--- src/cpu_if_defines.svh ---
`ifndef CPU_IF_DEFINES_SVH
`define CPU_IF_DEFINES_SVH

// width of a bus address as seen by the sequencer
`define CPU_IF_ADDR_W 16

// width of one data word on the memory/IO bus
`define CPU_IF_DATA_W 16

// cycles an open bus phase may wait for ok or en before the alarm fires
// counted from the bus_start strobe of that phase
`define CPU_IF_ALARM_DLY 24

// length of the talarm pulse in cycles
// it must stay shorter than the delay so a new phase cannot retrigger a running pulse
`define CPU_IF_ALARM_TICKS 4

`endif

--- src/cpu_if_pkg.sv ---
`include "cpu_if_defines.svh"

package cpu_if_pkg;

	// plain vectors for the address and data paths
	typedef logic [`CPU_IF_ADDR_W-1:0] addr_t;
	typedef logic [`CPU_IF_DATA_W-1:0] data_t;

	// kind of transfer asked for by the instruction sequencer
	// both RMW forms keep the bus across the read and the write
	typedef enum logic [1:0] {
		OP_READ,
		OP_WRITE,
		OP_RMW,
		OP_RMW_COND
	} op_e;

	// how a transfer ended, ST_SKIP only for a conditional RMW that found its bits set
	typedef enum logic [1:0] {
		ST_OK,
		ST_EN,
		ST_ALARM,
		ST_SKIP
	} status_e;

	// sequencer state, one phase open at most
	typedef enum logic [1:0] {
		PH_IDLE,
		PH_RD,
		PH_WR,
		PH_DONE
	} phase_e;

	// transfer command as handed in with cmd_valid
	typedef struct packed {
		op_e   op;
		addr_t addr;
		data_t wdata;
	} cmd_t;

	// content of one bus phase
	typedef struct packed {
		logic  wr;
		addr_t addr;
		data_t data;
	} bus_cmd_t;

	// one-cycle answer of the slave, exactly one of ok or en is set
	typedef struct packed {
		logic  ok;
		logic  en;
		data_t rdata;
	} bus_rsp_t;

	// what goes back to the sequencer together with done
	typedef struct packed {
		status_e status;
		data_t   rdata;
	} result_t;

endpackage

--- src/alarm_timer.sv ---
`timescale 1ns/100ps

module alarm_timer #(
	parameter int DELAY = 16,
	parameter int PULSE = 4
) (
	input  logic __clk,
	input  logic rst_n,
	input  logic arm,
	output logic alarm
);

	// the delay counter stops at DELAY so one arming gives one pulse only
	localparam int DW = $clog2(DELAY + 1);
	localparam int PW = $clog2(PULSE + 1);

	logic [DW-1:0] delay_cnt;
	logic [PW-1:0] pulse_cnt;
	logic          fire;

	// delay_cnt equals the number of armed cycles seen so far
	// so the pulse is loaded on the last edge before cycle DELAY of the arming
	assign fire = arm && (delay_cnt == DW'(DELAY - 1));

	always_ff @(posedge __clk) begin
		if (!rst_n) begin
			delay_cnt <= '0;
		end else if (!arm) begin
			// a dropped arm means the answer came, start over for the next phase
			delay_cnt <= '0;
		end else if (delay_cnt != DW'(DELAY)) begin
			delay_cnt <= delay_cnt + 1'b1;
		end
	end

	// one-shot part, runs on its own once loaded even after arm falls
	always_ff @(posedge __clk) begin
		if (!rst_n) begin
			pulse_cnt <= '0;
		end else if (fire) begin
			pulse_cnt <= PW'(PULSE);
		end else if (pulse_cnt != '0) begin
			pulse_cnt <= pulse_cnt - 1'b1;
		end
	end

	assign alarm = (pulse_cnt != '0);

	// the pulse has a fixed length whatever arm does meanwhile
	a_pulse_len: assert property (
		@(posedge __clk) disable iff (!rst_n)
		$rose(alarm) |-> alarm[*PULSE] ##1 !alarm
	);

endmodule

--- src/if_ctl.sv ---
`timescale 1ns/100ps
`include "cpu_if_defines.svh"

module if_ctl (
	input  logic                  __clk,
	input  logic                  rst_n,
	input  logic                  phase_go,
	input  cpu_if_pkg::bus_cmd_t  phase_cmd,
	input  logic                  hold,
	input  logic                  rsp_valid,
	input  cpu_if_pkg::bus_rsp_t  rsp,
	output logic                  bus_req,
	output logic                  bus_start,
	output cpu_if_pkg::bus_cmd_t  bus_cmd,
	output logic                  talarm,
	output logic                  phase_end,
	output cpu_if_pkg::status_e   phase_status,
	output cpu_if_pkg::data_t     rdata
);

	// zgi is the open-phase flag, it is set by phase_go and cleared by the answer
	logic                 zgi;
	logic                 talarm_q;
	logic                 alarm_rise;
	logic                 close;
	logic                 arm;
	cpu_if_pkg::bus_cmd_t cmd_q;

	// only the rising edge of the alarm ends a phase
	// the tail of the pulse may overlap the start of the next transfer
	assign alarm_rise = talarm && !talarm_q;

	// answers outside an open phase are dropped here
	assign close = zgi && (rsp_valid || alarm_rise);

	// the timer runs while a phase waits for its answer
	// the answer cycle drops arm so a following write phase counts from zero
	assign arm = phase_go || (zgi && !rsp_valid);

	// request covers the start cycle, the open phase and the RMW hold
	// a pending start is what bridges the read answer and the write strobe
	assign bus_req = phase_go || zgi || hold;
	assign bus_start = phase_go;

	// the command is on the bus from its own start strobe onward
	assign bus_cmd = phase_go ? phase_cmd : cmd_q;

	always_ff @(posedge __clk) begin
		if (!rst_n) begin
			zgi <= 1'b0;
			phase_end <= 1'b0;
			talarm_q <= 1'b0;
		end else begin
			if (phase_go) begin
				zgi <= 1'b1;
			end else if (close) begin
				zgi <= 1'b0;
			end
			// phase_end plays the part of ok$, one cycle for any ending
			phase_end <= close;
			talarm_q <= talarm;
		end
	end

	always_ff @(posedge __clk) begin
		if (phase_go) begin
			cmd_q <= phase_cmd;
		end
		if (close) begin
			// an answer wins over an alarm that rises in the same cycle
			if (rsp_valid) begin
				phase_status <= rsp.ok ? cpu_if_pkg::ST_OK : cpu_if_pkg::ST_EN;
			end else begin
				phase_status <= cpu_if_pkg::ST_ALARM;
			end
			// refused or silent phases hand back zero instead of stale data
			rdata <= (rsp_valid && rsp.ok) ? rsp.rdata : '0;
		end
	end

	alarm_timer #(
		.DELAY(`CPU_IF_ALARM_DLY),
		.PULSE(`CPU_IF_ALARM_TICKS)
	) alarm_timer_i (
		.__clk(__clk),
		.rst_n(rst_n),
		.arm(arm),
		.alarm(talarm)
	);

	// the sequencer's hold must carry the request into the next cycle
	// unless the phase is being closed right now
	a_hold_keeps_req: assert property (
		@(posedge __clk) disable iff (!rst_n)
		(hold && !close) |=> bus_req
	);

	// the slave must pick one answer per phase
	a_rsp_onehot: assert property (
		@(posedge __clk) disable iff (!rst_n)
		rsp_valid |-> (rsp.ok ^ rsp.en)
	);

endmodule

--- src/cycle_seq.sv ---
`timescale 1ns/100ps

module cycle_seq (
	input  logic                  __clk,
	input  logic                  rst_n,
	input  logic                  cmd_valid,
	input  cpu_if_pkg::cmd_t      cmd,
	input  logic                  phase_end,
	input  cpu_if_pkg::status_e   phase_status,
	input  cpu_if_pkg::data_t     rdata,
	output logic                  busy,
	output logic                  phase_go,
	output cpu_if_pkg::bus_cmd_t  phase_cmd,
	output logic                  hold,
	output logic                  done,
	output cpu_if_pkg::result_t   result
);

	cpu_if_pkg::phase_e  state;
	cpu_if_pkg::cmd_t    cmd_q;
	cpu_if_pkg::data_t   rd_q;
	cpu_if_pkg::data_t   wr_word;
	cpu_if_pkg::status_e fin_status;
	logic                go_q;
	logic                is_rmw;
	logic                bits_clear;
	logic                rd_ok;
	logic                wr_go;

	assign is_rmw = (cmd_q.op == cpu_if_pkg::OP_RMW) || (cmd_q.op == cpu_if_pkg::OP_RMW_COND);

	// conditional case, write only if none of the wdata bits are already set
	assign bits_clear = ((rdata & cmd_q.wdata) == '0);

	// read phase just closed with ok, rdata already holds the word
	assign rd_ok = (state == cpu_if_pkg::PH_RD) && phase_end &&
		(phase_status == cpu_if_pkg::ST_OK);

	// the write of an RMW starts in the same cycle the read ends
	// so the bus request has no gap between the two phases
	assign wr_go = rd_ok && ((cmd_q.op == cpu_if_pkg::OP_RMW) ||
		((cmd_q.op == cpu_if_pkg::OP_RMW_COND) && bits_clear));

	assign phase_go = go_q || wr_go;

	// plain writes send wdata, RMW writes send the merged word
	assign wr_word = (cmd_q.op == cpu_if_pkg::OP_WRITE) ? cmd_q.wdata : (rdata | cmd_q.wdata);

	assign phase_cmd = '{
		wr:   (state == cpu_if_pkg::PH_WR) || wr_go,
		addr: cmd_q.addr,
		data: wr_word
	};

	// keeps the request through the read of an atomic transfer
	// and lets it go at once when the read ends without a write
	assign hold = (state == cpu_if_pkg::PH_RD) && is_rmw && (!phase_end || wr_go);

	assign busy = (state != cpu_if_pkg::PH_IDLE);

	// every phase end is final except a read that hands over to the write
	assign done = phase_end && !wr_go;

	always_comb begin
		fin_status = phase_status;
		if (rd_ok && (cmd_q.op == cpu_if_pkg::OP_RMW_COND) && !bits_clear) begin
			fin_status = cpu_if_pkg::ST_SKIP;
		end
	end

	// reads report the fresh word, RMW writes report the word they read
	assign result = '{
		status: fin_status,
		rdata:  (state == cpu_if_pkg::PH_RD) ? rdata : rd_q
	};

	always_ff @(posedge __clk) begin
		if (!rst_n) begin
			state <= cpu_if_pkg::PH_IDLE;
			go_q <= 1'b0;
		end else begin
			go_q <= 1'b0;
			case (state)
				cpu_if_pkg::PH_IDLE: begin
					// strobes that come while busy never reach this branch and are lost
					if (cmd_valid) begin
						go_q <= 1'b1;
						if (cmd.op == cpu_if_pkg::OP_WRITE) begin
							state <= cpu_if_pkg::PH_WR;
						end else begin
							state <= cpu_if_pkg::PH_RD;
						end
					end
				end
				cpu_if_pkg::PH_RD: begin
					if (wr_go) begin
						state <= cpu_if_pkg::PH_WR;
					end else if (phase_end) begin
						state <= cpu_if_pkg::PH_DONE;
					end
				end
				cpu_if_pkg::PH_WR: begin
					if (phase_end) begin
						state <= cpu_if_pkg::PH_DONE;
					end
				end
				// one idle bus cycle before the next command is taken
				default: begin
					state <= cpu_if_pkg::PH_IDLE;
				end
			endcase
		end
	end

	always_ff @(posedge __clk) begin
		if ((state == cpu_if_pkg::PH_IDLE) && cmd_valid) begin
			cmd_q <= cmd;
			// a plain write has no read word to report
			rd_q <= '0;
		end else if ((state == cpu_if_pkg::PH_RD) && phase_end) begin
			rd_q <= rdata;
		end
	end

	// phase_end comes from the bus side and may only close a phase we opened
	a_done_in_phase: assert property (
		@(posedge __clk) disable iff (!rst_n)
		done |-> (state != cpu_if_pkg::PH_IDLE)
	);

endmodule

--- src/cpu_if.sv ---
`timescale 1ns/100ps

module cpu_if (
	input  logic                  __clk,
	input  logic                  rst_n,
	input  logic                  cmd_valid,
	input  cpu_if_pkg::cmd_t      cmd,
	output logic                  busy,
	output logic                  done,
	output cpu_if_pkg::result_t   result,
	output logic                  bus_req,
	output logic                  bus_start,
	output cpu_if_pkg::bus_cmd_t  bus_cmd,
	input  logic                  rsp_valid,
	input  cpu_if_pkg::bus_rsp_t  rsp,
	output logic                  talarm
);

	// sequencer to bus controller
	logic                 phase_go;
	cpu_if_pkg::bus_cmd_t phase_cmd;
	logic                 hold;

	// bus controller back to the sequencer
	logic                 phase_end;
	cpu_if_pkg::status_e  phase_status;
	cpu_if_pkg::data_t    rdata;

	// command side, walks the read and write phases of a transfer
	cycle_seq cycle_seq_i (
		.__clk(__clk),
		.rst_n(rst_n),
		.cmd_valid(cmd_valid),
		.cmd(cmd),
		.phase_end(phase_end),
		.phase_status(phase_status),
		.rdata(rdata),
		.busy(busy),
		.phase_go(phase_go),
		.phase_cmd(phase_cmd),
		.hold(hold),
		.done(done),
		.result(result)
	);

	// bus side, request, answer capture and the no-answer alarm
	if_ctl if_ctl_i (
		.__clk(__clk),
		.rst_n(rst_n),
		.phase_go(phase_go),
		.phase_cmd(phase_cmd),
		.hold(hold),
		.rsp_valid(rsp_valid),
		.rsp(rsp),
		.bus_req(bus_req),
		.bus_start(bus_start),
		.bus_cmd(bus_cmd),
		.talarm(talarm),
		.phase_end(phase_end),
		.phase_status(phase_status),
		.rdata(rdata)
	);

endmodule

--- config.mk ---
export PLATFORM = sky130hd
export DESIGN_NAME = cpu_if
export DESIGN_NICKNAME = d
export VERILOG_FILES = /design/src/cpu_if_pkg.sv /design/src/alarm_timer.sv /design/src/if_ctl.sv /design/src/cycle_seq.sv /design/src/cpu_if.sv
export VERILOG_INCLUDE_DIRS = /design/src /design/src/src
export SDC_FILE = /design/constraint.sdc
export NUM_CORES = 1
export LEC_CHECK = 0
export ABC_AREA = 1
export BUFFER_PORTS_ARGS = -buffer_cell sky130_fd_sc_hd__buf_2
export CAP_MARGIN = 25
export CELL_PAD_IN_SITES_DETAIL_PLACEMENT = 1
export CELL_PAD_IN_SITES_GLOBAL_PLACEMENT = 1
export CORE_ASPECT_RATIO = 2
export CORE_MARGIN = 1
export CORE_UTILIZATION = 35
export DETAILED_ROUTE_END_ITERATION = 12
export GPL_TIMING_DRIVEN = 0
export PLACE_DENSITY_LB_ADDON = 0.12
export SKIP_LAST_GASP = 1
export SLEW_MARGIN = 25
export SYNTH_ARGS = -nofsm -noshare
export SYNTH_HDL_FRONTEND = slang
export SYNTH_SLANG_ARGS = --single-unit
--- constraint.sdc ---
create_clock -name __clk -period 3.26 [get_ports __clk]
set_input_delay 0.652 -clock __clk [delete_from_list [all_inputs] [get_ports __clk]]
set_output_delay 0.652 -clock __clk [all_outputs]
set_load 0.02 [all_outputs]
## Yosys cells after proc, flatten, opt, wreduce, memory -nomap -nowiden

Cells that the tools add are included.

- Equal/unequal tests: 9
- Reduce and logical (&&, ||, !) cells: 39
- Multiplexer cells: 15
- Add/subtract/negate cells: 2
- Bitwise gates (word level): 3

Operators by type and width:

| cell | count |
|---|---|
| 2-to-1 mux 33 bit | 1 |
| 2-to-1 mux 16 bit | 2 |
| bitwise AND 16 bit | 1 |
| zero test 16 bit | 1 |
| OR 16 bit | 1 |
| logical AND 1 bit | 15 |
| 2-to-1 mux 2 bit | 5 |
| logical OR 1 bit | 9 |
| == test 2 x 1 -> 1 bit, second input constant | 3 |
| == test 2 bit, second input constant | 3 |
| 2-to-1 mux 3 bit | 2 |
| case mux 2 bit (3 select lines) | 1 |
| nonzero test 2 bit | 3 |
| adder 5 x 1 -> 5 bit, second input constant | 1 |
| == test 5 bit, second input constant | 1 |
| zero test 1 bit | 5 |
| inequality test 5 bit, second input constant | 1 |
| zero test 2 bit | 2 |
| 2-to-1 mux 1 bit | 4 |
| AND reduction 2 bit | 2 |
| nonzero test 3 bit | 1 |
| subtractor 3 x 1 -> 3 bit, second input constant | 1 |
| inequality test 2 bit, second input constant | 1 |
| OR reduction 2 bit | 1 |
| NOT 1 bit | 1 |

- Logic and storage cells: 85
- Output and inout bits: 56
- Register bits after elaboration: 115

## Logic depth before layout (Yosys ltp)

Gate-level depths: netlist of the first run.

- Depth in word-level cells: 9
- Gate-level depth with buffers: 11
- Mapped depth without buffers: 10

## Hierarchy

Synthesis of the first run repeated with hierarchy kept, for this count alone.

- Cell total of the unflattened synthesis: 538
- Area total of the unflattened synthesis: 4885.9 µm²

Modules (own cells, without submodules):

| module | instances | sequential area each (µm²) | area an instance (µm²) | cells each |
|---|---|---|---|---|
| cycle_seq | 1 | 1401.3 | 2429.8 | 260 |
| if_ctl | 1 | 1261.2 | 1990.7 | 214 |
| alarm_timer | 1 | 160.2 | 465.4 | 64 |

## Worst setup path after synthesis of the first run

No wires, ideal clock.

- Path kind: input to register
- Start: input cmd_valid
- End: register cycle_seq_i.rd_q[10]
- Cell stages on the path: 6
- Arrival time: 2.865 ns
- Path slack: 0.267 ns
- Required time: 3.132 ns
- Path through: inv_1 > nor2_1 > inv_1 > buf_2 > o21ai_0 > a21oi_1

- Word-level cells in the longest chain between the ends: 1

Ends and longest elaborated chain:

| what | RTL line | text |
|---|---|---|
| start, declared | cpu_if.sv:6 | `input logic cmd_valid,` |
| logical AND 1 bit | cycle_seq.sv:116 | `if ((state == cpu_if_pkg::PH_IDLE) && cmd_valid) begin` |
| end signal, assigned | cycle_seq.sv:121 | `rd_q <= rdata;` |
| end, declared | cycle_seq.sv:21 | `cpu_if_pkg::data_t rd_q;` |

No other way between the ends.
A chain may end at the register's enable or synchronous reset.

==> summary.txt, run 1 <==
DIE HEIGHT: 163 µm
Die outline width: 82.6 µm
Area contributors post-synth: edfxtp_1 (34%), dfxtp_1 (28%), nand2_1 (12%)
Adder-cell share of the synthesized area: 0.0110
Number of max-cap violations: 0
Avg Inst Size Synth: 9.01 µm²
Maximum clock rate: 333 MHz
Cells after synthesis: 505
Number of primary I/O pins: 112
Min-Delay Startpoint: cmd[8]
Clock slew at reported path FFs: 0.06 ns
Reg-to-reg setup timing slack: 1.24 ns
Critical path endpoint category: output pin
Final hold viol count: 0
Ant diodes: 0
Via/cell ratio: 4.70
HP Class: in2reg
Fillers: 1548
Largest net degree at the start of global routing: 23
Worst-Skew Late Latency: 0.41 ns
CTS tree: yes
Largest area contributor in the netlist: edfxtp_1
Post-synth EDFFs: 52
Setup ws final: 0.257 ns
Cts repair resizes: 0
Crit path DAT: 2.35 ns
Final Cycle Share: 0.921
Post-synth net total: 565
LEAKAGE: 2.81 nW
RSZ-0062 raised after global routing: false
Input/output buffers: 110
Post-CTS Setup Bufs: 0
Flops & latches, synth: 115
Final Power: 0.00465 W
WL/cell: 15.2 µm
Final Slew Violations: 0
Post-Syn Area: 4550 µm²
Worst Skew: 0.0103 ns
Simple-Gate Fraction of Synth Area: 0.188
Outcome: finished, final reports clean
Final setup vio count: 0
Total CTS buffers: 17
Top-count cell post-synth: nand2_1
WP data required: 2.61 ns
Synthesis Warnings: 0
Commonest cells in the netlist: nand2_1 (142), inv_1 (73), dfxtp_1 (63)
Initial antenna violation count: 0
Nets@finish: 695
Worst-margin pin slew: 0.688 ns
Row count: 58
Synth Area in Compound Gates: 0.0913
Max Buffers Root-to-Sink: 2
Global placer's final weighted congestion: 0.787
Seq/Total Area, Yosys: 0.620
DP Wirelength: 9.45 mm
Peak VDD IR: 477 µV
Min cycle time layout: 3.00 ns
R2r worst-path depth: 7
Hold Path Depth: 1
First-pass GRT wire length: 18.8 mm
Main combinational cell family by area after synthesis: simple AND/OR/NAND/NOR gates
DRC viols: 0
Initial Utilization: 0.360
Endpoint, Worst Hold: cycle_seq_i.cmd_q[8]
Netlist cell types: 25
Core ar.: 12600 µm²
Layout area overhead: 30.4%
Cell Count, Final, Fillers Out: 798
Global route overflow: 0
Gr usage total: 0.194
Hold-fix buffers, CTS: 0
Critical Path Source Type: flop
Root Buffer: clkbuf_16
Crit-path max FO: 10
PD cells: 784 nW/µm²
Synth top area share: 0.343
Vias in the first global route: 3985
Initial DRC count: 77
DRT Pass-1 Iters: 3
Mux cell area share after synthesis: 0
Relative slew slack: 0.541
Top_reg_cell synth: dfxtp_1
Worst Setup Slack post-DPL: 0.644 ns
Post-route ant nets: 0
Ys async rst share: 0
Area of the die: 13500 µm²
Reg-to-reg critical path endpoint: if_ctl_i.rdata[5]
Clock Sinks: 115
Xor/xnor share of the synthesized area: 0.00385
H-tree depth: 4
Final WL: 12.1 mm
Total number of vias: 3754
Final setup TNS: 0 ns
Layout cell share with drive strength beyond 1: 0.238
Worst reg2reg path startpoint: if_ctl_i.alarm_timer_i.pulse_cnt[0]
Placed cell count: 766
Worst setup path category: reg2out
Worst Hold Slack: 0.419 ns
## final cells by class
cell class                 instances  area [µm²]  area share
tap                              150         188      0.0316
multi-input combinational        299        1340       0.226
timing repair buffer             111         578      0.0974
clock buffer                      21         450      0.0759
inverter                          75         284      0.0479
sequential                       115        2820       0.476
buffer                            16         106      0.0179
clock inverter                    11         160      0.0270
## placed cells by master, fill, tap and decap left out, drive strengths merged
master,instances
ha,4
nand4,3
buf,118
clkbuf,30
xor2,2
bufinv,4
clkinvlp,3
nand3,4
edfxtp,52
nand2,144
inv,75
nor3,1
a31oi,1
o21ai,58
and3,1
dfxtp,63
a21oi,23
clkinv,4
nor2,58
## worst max-delay path by stage
stage / end / from / slack [ns] / depth (start not counted)
2_1_floorplan: cycle_seq_i.rd_q[10] / cmd_valid / 0.27 / 6
3_3_place_gp: cycle_seq_i.rd_q[9] / cmd_valid / -1.19 / 7
3_5_place_dp: bus_cmd[11] / if_ctl_i.rdata[9] / 0.64 / 12
4_1_cts: bus_cmd[12] / if_ctl_i.rdata[9] / 0.19 / 12
5_1_grt: bus_cmd[13] / if_ctl_i.rdata[9] / 0.08 / 11
6_report: bus_cmd[12] / if_ctl_i.rdata[9] / 0.26 / 12
## where the power goes
part / leakage [nW] / internal, W / switching [W]
clock: 0.288 / 0.00129 / 0.000634
combinational: 1.51 / 0.000290 / 0.000613
sequential: 1.01 / 0.00174 / 0.0000827
## logic make-up (layout without fill, tap and decap cells)
group	after synthesis	in the layout
flip-flops	115	115
AND/OR/NAND/NOR	211	211
XOR/XNOR	2	2
AO/OA/AOI/OAI	82	82
adder cells (fa/ha/maj)	4	4
buffers and inverters	91	234
## metrics by stage
stage	util	cell area, µm²
final	0.470	5930
after global routing	0.470	5930
after CTS	0.470	5930
after detailed placement	0.422	5320
after global placement	0.419	5290
after floorplan	-	4550
## sequential cells by signal, indices dropped and copies added, names as in the netlist, 3 cells and up
register	count
if_ctl_i.cmd_q	33
if_ctl_i.rdata	16
cycle_seq_i.cmd_q	18
cycle_seq_i.phase_cmd	16
if_ctl_i.alarm_timer_i.delay_cnt	5
cycle_seq_i.rd_q	16
if_ctl_i.alarm_timer_i.pulse_cnt	3
## worst max-delay path, stage by stage (launching register included)
cell and delay (ns):
edfxtp_1 0.44, nand2_1 0.09, nand2_1 0.06, nor2_1 0.20, nand2_1 0.11, o21ai_2 0.27, nand2_4 0.12, nand2_8 0.12
inv_4 0.06, buf_6 0.14, nand2_1 0.07, nand2_1 0.07, buf_2 0.17
## per-layer routing
| layer | vias up | wire length [µm] | GRT usage |
|---|---|---|---|
| met5 | - | 0 | 0 |
| met4 | 0 | 315 | 0.0854 |
| met3 | 20 | 567 | 0.0497 |
| met2 | 87 | 7150 | 0.392 |
| met1 | 1784 | 4070 | 0.165 |
| li1 | 1863 | - | - |
Note: power is estimated with default switching activity, not from simulation.
==> run 2, diff against run 1 <==
--- a/config.mk
+++ b/config.mk
@@ -11,7 +11,6 @@
 export CAP_MARGIN = 25
 export CELL_PAD_IN_SITES_DETAIL_PLACEMENT = 1
 export CELL_PAD_IN_SITES_GLOBAL_PLACEMENT = 1
-export CORE_ASPECT_RATIO = 2
 export CORE_MARGIN = 1
 export CORE_UTILIZATION = 35
 export DETAILED_ROUTE_END_ITERATION = 12
==> summary.txt, run 2 (synthesis gave the netlist of run 1 again) <==
Relative slew slack: 0.556 (+0.0151)
Layout cell share with drive strength beyond 1: 0.233 (-0.00463)
CTS tree: yes
Number of max-cap violations: 0 (unchanged)
Cell Count, Final, Fillers Out: 820 (+2.8%)
Worst Setup Slack post-DPL: 0.722 ns (+0.0782 ns)
Worst reg2reg path startpoint: if_ctl_i.alarm_timer_i.pulse_cnt[0]
PD cells: 741 nW/µm² (-5.5%)
Total number of vias: 3581 (-4.6%)
Min cycle time layout: 2.92 ns (-0.0856 ns)
H-tree depth: 4 (unchanged)
Global route overflow: 0 (unchanged)
Placed cell count: 788 (+2.9%)
DRC viols: 0 (unchanged)
HP Class: in2reg
WP data required: 2.61 ns (about the same)
Peak VDD IR: 309 µV (-35%)
Cts repair resizes: 0 (unchanged)
DP Wirelength: 8.40 mm (-11%)
First-pass GRT wire length: 17.2 mm (-8.8%)
Critical path endpoint category: output pin
Worst Skew: 0.00726 ns (-0.00300 ns)
Ant diodes: 0 (unchanged)
Row count: 41 (-29%)
Clock slew at reported path FFs: 0.05 ns (about the same)
Final Cycle Share: 0.895 (-0.0263)
Input/output buffers: 110 (unchanged)
WL/cell: 13.4 µm (-12%)
Worst setup path category: reg2out
Total CTS buffers: 17 (unchanged)
DIE HEIGHT: 116 µm (-29%)
Final hold viol count: 0 (unchanged)
Crit path DAT: 2.27 ns (-0.08 ns)
Final Slew Violations: 0 (unchanged)
Crit-path max FO: 10 (unchanged)
Worst-Skew Late Latency: 0.41 ns (about the same)
Hold-fix buffers, CTS: 0 (unchanged)
Final WL: 11.0 mm (-9.1%)
Setup ws final: 0.343 ns (+0.0856 ns)
Gr usage total: 0.174 (-0.0200)
Via/cell ratio: 4.37 (-7.2%)
Min-Delay Startpoint: cmd[24]
Die outline width: 116 µm (+40%)
Maximum clock rate: 343 MHz (+2.9%)
LEAKAGE: 2.78 nW (-1.0%)
Initial antenna violation count: 0 (unchanged)
Top Registers: if_ctl_i.cmd_q: 33 flops, cycle_seq_i.cmd_q: 18 flops
Largest net degree at the start of global routing: 20 (-13%)
Critical Path Source Type: flop
Core ar.: 12700 µm² (+0.35%)
Largest Register: if_ctl_i.cmd_q
Nets@finish: 695 (unchanged)
Cell area after layout: 5870 µm² (-0.99%)
Post-Place Cell Area: 5350 µm² (+0.52%)
Global placer's final weighted congestion: 0.748 (-4.9%)
Clock Sinks: 115 (unchanged)
CP startpoint: if_ctl_i.rdata[12]
Post-route ant nets: 0 (unchanged)
Initial Utilization: 0.359 (-0.00125)
Most frequent cells in the layout: nand2_1 (142), buf_2 (111), inv_1 (73)
Final setup vio count: 0 (unchanged)
DRT Pass-1 Iters: 4 (+1)
Area of the die: 13500 µm² (-0.20%)
Layout area overhead: 29.1%
Max Buffers Root-to-Sink: 2 (unchanged)
Worst-margin pin slew: 0.666 ns (-0.0226 ns)
Root Buffer: clkbuf_16
Outcome: finished, final reports clean
Initial DRC count: 91 (+18%)
Number of primary I/O pins: 112 (unchanged)
Vias in the first global route: 3590 (-9.9%)
Post-CTS Setup Bufs: 0 (unchanged)
RSZ-0062 raised after global routing: false
Commonest non-fill, non-tap cell in the layout: nand2_1
Worst Hold Slack: 0.419 ns (-0.000108 ns)
Max reg flops: 33 (unchanged)
## run 2: cell count changes in the layout (fill, tap and decap cells not counted), sizes merged
cell	previous run	this run
clkinv	4	6
clkinvlp	3	0
clkbuf	30	34
bufinv	4	1
## run 2: final cells by class
| class | count | area [µm²] |
|---|---|---|
| Clock inverter | 7 | 58.8 |
| Timing Repair Buffer | 111 | 578 |
| Fill cell | 1535 | 6800 |
| Sequential cell | 115 | 2820 |
| Clock buffer | 25 | 465 |
| Multi-Input combinational cell | 299 | 1340 |
| Inverter | 75 | 284 |
| Buffer | 16 | 106 |
| Tap cell | 172 | 215 |
## run 2: worst paths after layout
check / end / slack (ns) / depth (start not counted)
setup / recovery: bus_cmd[4] / 0.34 / 11
hold reg to reg: if_ctl_i.cmd_q[29] / 0.44 / 2
hold / removal: cycle_seq_i.phase_cmd[24] / 0.42 / 1
setup reg to reg: if_ctl_i.rdata[7] / 1.25 / 7
## run 2: critical path: stages, from the launching register on
cell,delay (ns)
edfxtp_1,0.48
nand2_1,0.10
nand2_1,0.06
nor2_1,0.13
nand2_1,0.10
o21ai_2,0.24
nand2_4,0.12
nand2_8,0.12
buf_6,0.14
o21ai_0,0.09
nand2_1,0.09
buf_2,0.18
## run 2: power breakdown
group	switching, W	internal (W)	leakage [nW]	total (W)
sequential	0.0000826	0.00174	1.01	0.00183
combinational	0.000598	0.000289	1.51	0.000887
clock	0.000586	0.00105	0.260	0.00164
total	0.00127	0.00309	2.78	0.00435
## run 2: per-stage QoR
stage | utilization | total power, W | setup TNS [ns]
5_1_grt | 0.464 | 0.00461 | 0
3_3_place_gp | 0.419 | 0.00271 | -20.99
3_5_place_dp | 0.422 | 0.00276 | 0
4_1_cts | 0.464 | 0.00443 | 0
2_1_floorplan | - | 0.00242 | 0
6_report | 0.464 | 0.00435 | 0
## run 2: layer usage
metal,share of wire,GRT usage,wire length [µm]
met1,0.45,0.210,4950
met2,0.48,0.286,5290
met5,0,0,0
met3,0.049,0.0513,544
met4,0.021,0.0821,226
==> run 3, diff against run 2 <==
--- a/config.mk
+++ b/config.mk
@@ -15,7 +15,7 @@
 export CORE_UTILIZATION = 35
 export DETAILED_ROUTE_END_ITERATION = 12
 export GPL_TIMING_DRIVEN = 0
-export PLACE_DENSITY_LB_ADDON = 0.12
+export PLACE_DENSITY_LB_ADDON = 0.05
 export SKIP_LAST_GASP = 1
 export SLEW_MARGIN = 25
 export SYNTH_ARGS = -nofsm -noshare
==> summary.txt, run 3 (synthesis gave the netlist of run 1 again) <==
DRT Pass-1 Iters: 4 (unchanged)
Worst-margin pin slew: 0.659 ns (-0.00693 ns)
Cts repair resizes: 0 (unchanged)
Hold Path Depth: 1 (unchanged)
Final setup TNS: 0 ns (unchanged)
Clock slew at reported path FFs: 0.05 ns (about the same)
Total number of vias: 3701 (+3.4%)
DRC viols: 0 (unchanged)
Post-route ant nets: 0 (unchanged)
Crit path DAT: 2.30 ns (+0.03 ns)
R2r worst-path depth: 7 (unchanged)
Initial DRC count: 146 (+60%)
CTS tree: yes
Worst path slowest cell: edfxtp_1
PD cells: 751 nW/µm² (+1.4%)
Max reg flops: 33 (unchanged)
Global route overflow: 0 (unchanged)
Worst-Skew Late Latency: 0.41 ns (about the same)
WP buf/inv: 2 (unchanged)
Placed cell count: 788 (unchanged)
Fillers: 1525 (-0.65%)
Final core utilization: 0.466 (+0.00227)
Outcome: finished, final reports clean
Worst Setup Slack post-DPL: 0.706 ns (-0.0167 ns)
Kind of cell adding the most delay to the critical path: simple AND/OR/NAND/NOR gates
Number of max-cap violations: 0 (unchanged)
Row count: 41 (unchanged)
Input/output buffers: 110 (unchanged)
H-tree depth: 4 (unchanged)
LEAKAGE: 2.80 nW (+0.54%)
Total CTS buffers: 17 (unchanged)
Via/cell ratio: 4.51 (+3.4%)
WP data required: 2.61 ns (about the same)
WL/cell: 13.8 µm (+2.4%)
Hold-fix buffers, CTS: 0 (unchanged)
Largest net degree at the start of global routing: 20 (unchanged)
Relative slew slack: 0.560 (+0.00462)
Global placer's final weighted congestion: 0.788 (+5.3%)
Area of the die: 13500 µm² (unchanged)
Peak VDD IR: 308 µV (-0.52%)
Core ar.: 12700 µm² (unchanged)
Worst Skew: 0.00786 ns (+0.000599 ns)
CP peak stage delay: 0.48 ns (about the same)
Root Buffer: clkbuf_16
Nets@finish: 695 (unchanged)
Number of primary I/O pins: 112 (unchanged)
Initial antenna violation count: 0 (unchanged)
Critical Path Source Type: flop
Die outline width: 116 µm (unchanged)
Top Registers: if_ctl_i.cmd_q: 33 flops, cycle_seq_i.cmd_q: 18 flops
Largest Register: if_ctl_i.cmd_q
Vias in the first global route: 3757 (+4.7%)
Max Buffers Root-to-Sink: 2 (unchanged)
Initial Utilization: 0.359 (unchanged)
Clock Sinks: 115 (unchanged)
Final WL: 11.3 mm (+2.4%)
Min cycle time layout: 2.95 ns (+0.0378 ns)
Commonest non-fill, non-tap cell in the layout: nand2_1
Final Cycle Share: 0.906 (+0.0116)
Final Slew Violations: 0 (unchanged)
DIE HEIGHT: 116 µm (unchanged)
Crit-path max FO: 10 (unchanged)
Worst setup path category: reg2out
Post-CTS Setup Bufs: 0 (unchanged)
Most frequent cells in the layout: nand2_1 (142), buf_2 (111), inv_1 (73)
Worst Hold Slack: 0.414 ns (-0.00415 ns)
Final setup vio count: 0 (unchanged)
Cell Count, Final, Fillers Out: 820 (unchanged)
Most frequent CP cell: nand2_1
HP Class: in2reg
First-pass GRT wire length: 17.7 mm (+3.2%)
Setup ws final: 0.305 ns (-0.0378 ns)
Layout area overhead: 29.8%
Gr usage total: 0.178 (+0.00342)
Ant diodes: 0 (unchanged)
RSZ-0062 raised after global routing: false
DP Wirelength: 8.50 mm (+1.2%)
Maximum clock rate: 338 MHz (-1.3%)
Crit path cell chain: nand2_1 -> nand2_1 -> nor2_1 -> nand2_1 -> o21ai_2 -> nand2_4 -> nand2_8 -> buf_6 -> o21ai_0 -> nand2_1 -> buf_2
Critical path endpoint category: output pin
Layout cell share with drive strength beyond 1: 0.236 (+0.00309)
Final hold viol count: 0 (unchanged)
Cell count along the critical path: 11 (unchanged)
[run 3: changes by cell type in the layout (fill, tap and decap cells not counted), sizes merged]
cell,delta
clkbuf,+2
clkinv,-2
[run 3: cell type report]
cell class | instances | area [µm²] | share of cell area
plain buffers | 16 | 106 | 0.0180
repair buffers | 111 | 578 | 0.0979
inverters | 75 | 284 | 0.0481
clock inverters | 5 | 50.0 | 0.00848
well taps | 172 | 215 | 0.0365
multi-input cells | 299 | 1340 | 0.228
flip-flops and latches | 115 | 2820 | 0.478
clock buffers | 27 | 503 | 0.0852
[run 3: path summary, 6_finish.rpt]
path | from | endpoint | slack, ns
setup reg to reg | if_ctl_i.alarm_timer_i.pulse_cnt[0] | if_ctl_i.rdata[10] | 1.31
hold / removal | cmd[9] | cycle_seq_i.cmd_q[9] | 0.41
hold reg to reg | if_ctl_i.cmd_q[8] | if_ctl_i.cmd_q[8] | 0.44
setup / recovery | if_ctl_i.rdata[13] | bus_cmd[14] | 0.31
[run 3: power by group]
group	total (W)	switching, W	internal [W]
clock	0.00172	0.000599	0.00112
sequential	0.00183	0.0000852	0.00174
combinational	0.000886	0.000596	0.000289
total	0.00444	0.00128	0.00315
[run 3: per-stage QoR]
step           power [W]  area, µm²
6_report         0.00444       5900
5_1_grt          0.00468       5900
4_1_cts          0.00450       5900
3_5_place_dp     0.00275       5350
3_3_place_gp     0.00271       5320
2_1_floorplan    0.00242       4550
[run 3: metal layers]
metal	wire length (µm)	global-route usage
met3	545	0.0486
met5	0	0
met4	270	0.0880
met1	5000	0.204
met2	5460	0.304
